### src/source/frontend_macros.svh
// fetch frontend sizing
// widths, queue depths and the reset pc shared by all frontend blocks

`ifndef FRONTEND_MACROS_SVH
`define FRONTEND_MACROS_SVH

// instructions per cycle, pushed and popped
`define FETCH_WIDTH 2

// halfwords per fetched line, 64-bit lines
`define LINE_HALFS 4

// lines held in the fetch target queue
`define FTQ_DEPTH 4

// decoded instructions held in the fetch queue
`define IFQ_DEPTH 8

// first fetch pc after reset
`define RESET_PC 64'h1000

`endif

### src/source/frontend_pkg.sv
// frontend types
// addresses, instruction words, fetch lines and the bundles passed between
// the pc generator, the queues and the backend

`include "frontend_macros.svh"

package frontend_pkg;

    typedef logic [63:0] addr_t;                   // byte address
    typedef logic [31:0] inst_t;                   // compressed sits in low half
    typedef logic [7:0]  half_cnt_t;               // halfword count or position
    typedef logic [`LINE_HALFS-1:0][15:0] line_t;  // one fetched line
    typedef logic [2:0]  inst_kind_t;              // {jalr, jal, branch}

    // bit positions inside inst_kind_t
    localparam int KIND_BRANCH = 0;
    localparam int KIND_JAL    = 1;
    localparam int KIND_JALR   = 2;

    typedef struct packed {
        logic       valid;
        addr_t      pc;
        inst_t      ir;
        addr_t      pnpc;   // predicted next pc
        inst_kind_t kind;
    } fetch_bundle_t;

    typedef struct packed {
        logic  valid;
        addr_t pc;
    } redirect_t;

    typedef struct packed {
        logic  valid;   // line requested this cycle
        logic  pend;    // response to last cycle's request arrives now
        addr_t pc;      // start pc, may sit inside the line after a redirect
    } line_req_t;

endpackage

### src/source/fetch_target_queue.sv
// fetch target queue
// circular buffer of returned lines with their pcs; presents the two front
// lines and the halfword cursor inside the front line to the aligner

`timescale 1ns/1ps
`include "frontend_macros.svh"

module fetch_target_queue import frontend_pkg::*; (
    input  logic       clk,
    input  logic       rst,
    input  logic       flush,
    input  line_req_t  line_req,
    input  line_t      mem_rdata,
    input  half_cnt_t  consume,
    output line_t      front0_line,
    output line_t      front1_line,
    output addr_t      front0_pc,
    output addr_t      front1_pc,
    output logic [1:0] front_valid,
    output half_cnt_t  cursor,
    output half_cnt_t  ftq_count
);
    localparam int IDX_W = $clog2(`FTQ_DEPTH);
    localparam int OFF_W = $clog2(`LINE_HALFS);

    line_t line_mem [`FTQ_DEPTH];
    addr_t pc_mem   [`FTQ_DEPTH];   // line-aligned pcs

    logic [IDX_W-1:0] head;
    logic [IDX_W-1:0] head1;
    logic [IDX_W-1:0] tail;
    addr_t            inflight_pc;  // start pc of the pending response
    half_cnt_t        next_cur;
    logic             wr_en;
    logic             pop;

    assign head1    = head + IDX_W'(1);
    assign tail     = head + IDX_W'(ftq_count);
    assign wr_en    = line_req.pend & ~flush;  // response of a flushed request is dropped
    assign next_cur = cursor + consume;
    assign pop      = (ftq_count != '0) && (next_cur >= half_cnt_t'(`LINE_HALFS));

    assign front0_line = line_mem[head];
    assign front1_line = line_mem[head1];
    assign front0_pc   = pc_mem[head];
    assign front1_pc   = pc_mem[head1];
    assign front_valid = {ftq_count > half_cnt_t'(1), ftq_count != '0};

    // payload only
    always_ff @(posedge clk) begin
        if (line_req.valid) begin
            inflight_pc <= line_req.pc;
        end
        if (wr_en) begin
            line_mem[tail] <= mem_rdata;
            pc_mem[tail]   <= {inflight_pc[63:OFF_W+1], {(OFF_W + 1){1'b0}}};
        end
    end

    always_ff @(posedge clk) begin
        if (rst || flush) begin
            head      <= '0;
            ftq_count <= '0;
            cursor    <= '0;
        end else begin
            if (pop) begin
                head <= head1;
            end
            ftq_count <= ftq_count + half_cnt_t'(wr_en) - half_cnt_t'(pop);
            if (pop) begin
                cursor <= next_cur - half_cnt_t'(`LINE_HALFS);  // carry of a straddler
            end else if (wr_en && ftq_count == '0) begin
                // only the first line after a redirect starts mid-line
                cursor <= half_cnt_t'(inflight_pc[OFF_W:1]);
            end else begin
                cursor <= next_cur;
            end
        end
    end

endmodule

### config.mk
export PLATFORM = sky130hd
export DESIGN_NAME = fetch_target_queue
export DESIGN_NICKNAME = d
export VERILOG_FILES = /design/src/source/frontend_pkg.sv /design/src/source/fetch_target_queue.sv
export VERILOG_INCLUDE_DIRS = /design/src /design/src/source
export SDC_FILE = /design/constraint.sdc
export NUM_CORES = 1
export LEC_CHECK = 0
export BUFFER_PORTS_ARGS = -buffer_cell sky130_fd_sc_hd__buf_2
export CORE_MARGIN = 8
export CORE_UTILIZATION = 40
export DETAILED_ROUTE_END_ITERATION = 10
export PLACE_DENSITY = 0.63
export SLEW_MARGIN = 20
export SYNTH_ARGS = -nofsm -noshare
export SYNTH_HDL_FRONTEND = slang
export SYNTH_SLANG_ARGS = --single-unit
export TNS_END_PERCENT = 5
### constraint.sdc
create_clock -name clk -period 10.8 [get_ports clk]
set_clock_uncertainty 0.05 [all_clocks]
set_input_delay 0.54 -clock clk [delete_from_list [all_inputs] [get_ports clk]]
set_output_delay 0.54 -clock clk [all_outputs]
set_load 0.02 [all_outputs]
* After elaboration in Yosys (flattened, before gate mapping)
Memory sizes are Yosys's and may differ from the RTL's. A register that Yosys moved wholly into a read port is not among the register bits. Cells that the tools add are included. Widths: inputs -> output; s select.
Word-level totals: flip-flop bits (word level) 82, RAM bits 500, input bits 141, memories 2
Cells by class: add/sub/neg operators 6, order comparisons 2, mux-type cells 8, bitwise gates (word level) 2, reduce and logical (&&, ||, !) cells 5
Memory list:
- line_mem | words 4, width 64, read ports 2, clocked after Yosys merged registers in 1, wr ports 1, RTL line fetch_target_queue.sv:26 | line_t line_mem [`FTQ_DEPTH];
- pc_mem | words 4, width 61, read ports 2, clocked after Yosys merged registers in 1, wr ports 1, RTL line fetch_target_queue.sv:27 | addr_t pc_mem [`FTQ_DEPTH];
Operators by type and width (number):
- $mux 8 | 2
- $add 8x1->8 | 1
- $add 8x8->8 | 1
- $ge 8x3->1 const B | 1
- $gt 8x1->1 const B | 1
- $logic_not 8->1 | 1
- $mux 2 | 4
- $reduce_bool 8->1 | 1
- $sub 8x1->8 | 1
- $sub 8x3->8 const B | 1
- $add 2x1->2 const B | 1
- $add 2x2->2 | 1
- $logic_and 1x1->1 | 2
- $mux 1 | 2
- $and 1x1->1 | 1
- $logic_or 1x1->1 | 1
- $not 1->1 | 1

* Depth between registers and ports, before layout
Gate-level depths: netlist of the first run.
word-level depth 5, depth in mapped cells 19, mapped depth without buffers 19

* Worst setup path after synthesis of the first run
OpenSTA, ideal clock, no wires.
path kind reg-to-reg, start point register head[1], end point memory line_mem[0][0] in the netlist's numbering, enable pin, library setup time 0.762 ns, data arrival time 9.467 ns, data required time 9.988 ns, setup slack 0.521 ns, stages on the path, launching flop included 5, path buffers 2, clock period less this slack 10.279 ns, path through dfxtp_1 > buf_2 > buf_2 > xnor2_1 > nor3_1
Between the ends: longest elaborated chain between the ends 1
Ends and longest elaborated chain:
- start: declaration | RTL line fetch_target_queue.sv:29 | logic [IDX_W-1:0] head;
- start signal: assignment | RTL line fetch_target_queue.sv:62 | head <= '0;
- start signal: assignment | RTL line fetch_target_queue.sv:67 | head <= head1;
- $add 2x2->2 | RTL line fetch_target_queue.sv:38 | assign tail = head + IDX_W'(ftq_count);
- end: declaration | RTL line fetch_target_queue.sv:26
Every way passes these cells.

* Worst setup path in the final report of the first run
start point register head[1], end point output port front1_pc[10]
Between the ends: longest elaborated chain between the ends 2
Ends and longest elaborated chain:
- $add 2x1->2 | RTL line fetch_target_queue.sv:37 | assign head1 = head + IDX_W'(1);
- $mem_v2 4x61
- end: declaration | RTL line fetch_target_queue.sv:18 | output addr_t front1_pc,
Every way passes these cells.

==> summary.md, run 1 <==
| Metric | Value |
|---|---|
| Initial Util | 40.4% |
| Status | complete, no violations |
| EDFF count, synth | 563 |
| Pwr dens | 259 nW/um2 |
| Post-Route M1 WL | 23.0 mm |
| YS warnings | 0 |
| Clock Sinks | 583 |
| Vias per inst | 5.55 |
| Fill count | ~4900 |
| Critical path class | reg -> out |
| Max stage delay on crit path | around 0.84 ns |
| Setup TNS | 0 ns |
| Top_reg_cell synth | edfxtp_1 |
| Post-CTS Hold Buffers | 0 |
| Row Count | 90 |
| Slowest cell on crit path | buf_4 |
| Leakage | 9.80 nW |
| Hold Vio Cnt, Final | 0 |
| Pin count of the biggest net entering global routing | 62 |
| Routed WL | 59.4 mm |
| Placed Area | around 27000 um2 |
| Worst hold path type | in -> reg |
| Top sig layer | met5 |
| Slew margin rel. | 30.6% |
| Grt ovf | 0 |
| Clock Path Buffers | 3 |
| Worst vdd ir | about 0.00015 V |
| Pre-CTS WS | around 6.5 ns |
| Synth async-reset ratio | 0% |
| Post-CTS setup buffers | 0 |
| Per-cell routed wire length | 25.5 um |
| Via count | roughly 13000 |
| All-Layer GR Usage | about 17% |
| DRT iter0 DRCs | slightly above 900 |
| Post-CTS sizing | 0 |
| Final Max Tran Viols | 0 |
| Final setup fails | 0 |
| Mean Syn Cell Area | between 20 and 25 um2 |
| Number of global-route vias before repair | 13788 |
| Ports | just over 400 |
| R2R Setup Slk | 6.71 ns |
| Crit path max-delay family | buffers and inverters |
| GP Congestion | 0.774 |
| Met2 WL | 29.4 mm |
| First-pass GRT wire length | 88.4 mm |
| Initial antenna violation count | 10 |
| Fin crit period | about 4.1 ns |
| CP most frequent cell | buf_4 |
| WP data arrival | 3.55 ns |
| Crit path launch type | register |
| Layout cells sized above 1 | 50.9% |
| Design Area, Final | approximately 30000 um2 |
| Number of max-cap violations | 0 |
| Clock slew at reported path FFs | 0.06 ns |
| Synthesized flop and latch total | 583 |
| Placeable Area | 60400 um2 |
| Area growth from synthesis to layout | 19.8% |
| Drt pass-1 iters | 5 |
| Crit Path Max Fanout | 41 |
| Tcrit/Tclk final | 38.4% |
| Nets | between 1500 and 2000 |
| Maximum clock frequency | 241 MHz |
| Clock root buffer | clkbuf_16 |
| RSZ-0062 raised after global routing | false |
| Crit-path cells | buf_4, buf_4, mux4_2, buf_2 |
| Cells after synthesis | 1058 |
| Drt drc | 0 |
| Number of port buffers | roughly 400 |
| Met3 WL | 5.60 mm |
| Final WS setup | between 6 and 7 ns |
| Crit. End Element | primary output |
| Worst-margin pin slew | 1.04 ns |
| Worst EP required | 10.21 ns |
| Post-synthesis sequential area ratio | 70.9% |
| Synth unique cells | 51 |
| Die width | 263 um |
| Worst-skew pair later-pin latency | approximately 0.6 ns |
| Placed wire-length estimate | roughly 38 mm |
| Detail Route Antenna Nets | 0 |
| Synth Cell Area | 24400 um2 |
| H-tree Lvls | 2 |
| TritonCTS clock tree | built |
| Most common cell after layout, fill and taps aside | edfxtp_1 |
| Number of buffers and inverters on the critical path | 3 |
| Die ar. | 69200 um2 |
| Die Ht | 263 um |
| Commonest non-fill, non-tap cells in the layout | edfxtp_1, buf_2, mux4_2, clkbuf_16, ha_1 |
| Num CTS Buffers | 61 |
layout make-up:
class | instances | area (um2) | share of cell area, %
diodes | 5 | 12.5 | 0.0428
clock buffers | 74 | 1620 | 5.53
repair buffers | 428 | 2210 | 7.55
well taps | 782 | 978 | 3.35
clock inverters | 35 | 255 | 0.873
multi-input cells | 400 | 6790 | 23.2
inverters | 17 | 63.8 | 0.218
flip-flops and latches | 583 | 17300 | 59.2
routing by layer:
layer  vias up  track usage [%]
li1       5457                -
met2       475             27.9
met3        91             6.53
met5         -                0
met1      6856             20.2
met4        12             4.11
logic make-up after synthesis:
kind of cell | count (synthesis) | synth area share, %
xor+xnor | 15 | 0.538
buf+inv | 80 | 1.45
other cells | 1 | 0.0154
fa+ha+maj | 23 | 1.24
mux | 257 | 23.4
simple gates | 56 | 1.25
compound gates | 43 | 1.25
flops | 583 | 70.9
sequential cells by signal, indices dropped and copies added (netlist names), named ones only:
register     flops
line_mem       256
head             2
cursor           8
inflight_pc     63
pc_mem         244
ftq_count        8
where the power goes:
part,internal (mW),switching [mW],leakage [nW]
clock,1.13,0.821,0.913
combinational,0.997,1.60,3.56
sequential,2.85,0.177,5.33
total,4.97,2.60,9.80
metrics by stage:
stage	utilization, %	power (mW)	hold WS (ns)	cells
2_1_floorplan	-	4.83	0.397	1063
3_3_place_gp	45.3	5.69	0.413	2209
3_5_place_dp	45.3	5.72	0.432	2209
4_1_cts	48.4	7.69	0.00809	2318
5_1_grt	48.4	7.93	0.0139	2320
6_report	48.5	7.57	0.0484	2324
cells in the mapped netlist, drive strengths merged (3+ instances only):
cell,n,area (um2)
a21o,4,30.0
a21oi,19,114
and2,3,20.0
buf,39,200
clkbuf,24,90.1
dfxtp,20,400
edfxtp,563,16900
ha,21,263
inv,17,63.8
mux2i,7,70.1
mux4,250,5630
nand2,15,56.3
nand2b,3,18.8
nand3b,3,22.5
nor2,15,63.8
nor3,4,25.0
o211ai,3,22.5
o21ai,5,25.0
o21bai,3,22.5
or3,3,18.8
xnor2,12,105
xor2,3,26.3
final timing paths:
path / startpoint / to / cells after the start
setup / recovery: head[1]$_SDFFE_PP0P_ / front1_pc[10] / 4
hold / removal: line_req[50] / inflight_pc[50]$_DFFE_PP_ / 1
setup reg to reg: cursor[0]$_SDFF_PP0_ / ftq_count[7]$_SDFF_PP0_ / 17
hold reg to reg: inflight_pc[2]$_DFFE_PP_ / cursor[1]$_SDFF_PP0_ / 2
No activity file was read; power rests on OpenSTA's default activity.
==> run 2, diff against run 1 <==
==> constraint.sdc (replaced) <==
create_clock -name clk -period 3.8 [get_ports clk]
set_clock_uncertainty 0.05 [all_clocks]
set_input_delay 0.19 -clock clk [delete_from_list [all_inputs] [get_ports clk]]
set_output_delay 0.19 -clock clk [all_outputs]
set_load 0.02 [all_outputs]
==> summary.md, run 2 (synthesis results as in run 1) <==
| Metric | Value |
|---|---|
| WP data arrival | 4.11 ns (+0.56 ns) |
| Tcrit/Tclk final | between 90% and 100% |
| Final Max Tran Viols | 0 (unchanged) |
| Worst vdd ir | 0.000485 V (+230%) |
| Drt drc | 0 (unchanged) |
| Worst hold path type | in -> reg |
| All-Layer GR Usage | 17.1% (+0.49 points) |
| Placeable Area | 60400 um2 (unchanged) |
| Number of port buffers | 407 (unchanged) |
| Worst EP required | 4.30 ns (-5.91 ns) |
| Pin count of the biggest net entering global routing | 129 (+110%) |
| Number of global-route vias before repair | 14788 (+7.3%) |
| Critical path class | reg -> reg |
| H-tree Lvls | 2 (unchanged) |
| Maximum clock frequency | 277 MHz |
| First-pass GRT wire length | 91.5 mm (+3.5%) |
| Clock Sinks | 583 (unchanged) |
| Detail Route Antenna Nets | 0 (unchanged) |
| Leakage | 10.5 nW (+6.7%) |
| Crit path launch type | register |
| DRT iter0 DRCs | 995 (+8.4%) |
| Final setup fails | 0 (unchanged) |
| Area growth from synthesis to layout | 26.6% |
| Via count | 13443 (+4.3%) |
| Max FFs per register | 256 (unchanged) |
| Util after Layout | 51.2% (+2.7 points) |
| Commonest non-fill, non-tap cells in the layout | edfxtp_1, buf_2, mux4_2, dlygate4sd3_1, clkbuf_16 |
| Slew margin rel. | 29.8% (-0.81 points) |
| Nets | 1788 (+8.0%) |
| Clock root buffer | clkbuf_16 |
| Overall power | 22.1 mW (+190%) |
| GP Congestion | 0.765 (-1.1%) |
| Clock Path Buffers | 3 (unchanged) |
| Initial antenna violation count | 3 (-7) |
| Clock slew at reported path FFs | 0.06 ns (about the same) |
| Hold Vio Cnt, Final | 0 (unchanged) |
| Worst-skew pair later-pin latency | 0.63 ns (+0.02 ns) |
| Layout Cells excl Fill | 2455 (+5.6%) |
| Crit Path Max Fanout | 4 (-90%) |
| Number of max-cap violations | 0 (unchanged) |
| Row Count | 90 (unchanged) |
| Pwr dens | 715 nW/um2 (+180%) |
| Die Ht | 263 um (unchanged) |
| Crit. End Element | register |
| Layout cells sized above 1 | 47.7% (-3.2 points) |
| Top Registers | line_mem x256, pc_mem x244, inflight_pc x63 |
| Post-Place Cells | 2212 (+0.14%) |
| Ports | 415 (unchanged) |
| Per-cell routed wire length | 24.7 um (-3.3%) |
| Status | complete, no violations |
| Die ar. | 69200 um2 (unchanged) |
| Fin crit period | 3.62 ns |
| Worst-margin pin slew | 1.05 ns (+0.0121 ns) |
| Most common cell after layout, fill and taps aside | edfxtp_1 |
| Drt pass-1 iters | 4 (-1) |
| Top reg by flops | line_mem |
| Initial Util | 40.4% (unchanged) |
| TritonCTS clock tree | built |
| Num CTS Buffers | 60 (-1.6%) |
| Placed wire-length estimate | 36.9 mm (-3.2%) |
| Vias per inst | 5.48 (-1.3%) |
| Grt ovf | 0 (unchanged) |
| Die width | 263 um (unchanged) |
| Routed WL | 60.6 mm (+2.1%) |
-- run 2: cell count changes in the layout (fill, tap and decap cells not counted), sizes merged --
| cell | before | now |
|---|---|---|
| clkinvlp | 4 | 1 |
| buf | 428 | 431 |
| clkinv | 26 | 27 |
| clkbuf | 74 | 75 |
| bufinv | 3 | 5 |
| diode | 5 | 1 |
| dlygate4sd3 | 0 | 131 |
-- run 2: worst paths after layout --
kind | from | end | slack, ns | cells after the start
worst min-delay path | consume[0] | cursor[0]$_SDFF_PP0_ | 0.05 | 4
worst min register to register | inflight_pc[2]$_DFFE_PP_ | cursor[1]$_SDFF_PP0_ | 0.44 | 2
worst max register to register | cursor[1]$_SDFF_PP0_ | ftq_count[7]$_SDFF_PP0_ | 0.18 | 18
worst max-delay path | cursor[1]$_SDFF_PP0_ | ftq_count[7]$_SDFF_PP0_ | 0.18 | 18
-- run 2: power by group --
group | internal (mW) | switching, mW | total (mW)
Combinational | 3.12 | 4.72 | 7.84
Sequential | 8.09 | 0.460 | 8.55
Clock | 3.32 | 2.38 | 5.70
Total | 14.5 | 7.56 | 22.1
-- run 2: worst max-delay path, stage by stage (launching register included) --
cell and delay, ns:
dfxtp_1 0.33, ha_1 0.31, a21o_1 0.21, a21oi_2 0.17, xnor2_2 0.16, inv_1 0.10, ha_1 0.18, nand3b_1 0.07
nand2_1 0.11, nor3_4 0.29, a21oi_4 0.11, xnor2_1 0.15, ha_2 0.21, a21o_1 0.19, a21oi_2 0.16, o21bai_1 0.11
a2111oi_2 0.36, o21ai_0 0.15, a21oi_1 0.14
-- run 2: layout make-up --
class | instances | area, um2
fillers | 4784 | 29500
well taps | 782 | 978
inverters | 17 | 63.8
flip-flops and latches | 583 | 17300
clock buffers | 75 | 1610
clock inverters | 35 | 310
repair buffers | 562 | 3710
diodes | 1 | 2.50
multi-input cells | 400 | 6890
-- run 2: repair_timing --
action / CTS / global route
resized for setup: 5 / 7
hold buffers: 131 / 0
pin swaps: 0 / 4
endpoints found under the setup margin: 1 / 2
setup buffers: 0 / 1
endpoints found under the hold margin: 337 / 0
-- run 2: layer usage --
metal	up-vias	GRT usage, %	wire [um]
met5	-	0	23
met4	4	5.17	1620
met3	100	5.69	5510
met2	546	29.6	30500
met1	7067	20.3	22900
li1	5726	-	-
-- run 2: per-stage QoR --
step	hold WS, ns	setup slack (ns)	instance area (um2)	TNS, ns
final	0.0540	0.184	30900	0
after global routing	0.0638	-0.0127	30900	-0.0127
after CTS	0.0141	0.0894	30900	0
after detailed placement	0.318	-0.0942	27600	-0.0942
after global placement	0.316	0.0326	27600	0
after floorplan	0.239	-0.849	24500	-246.23
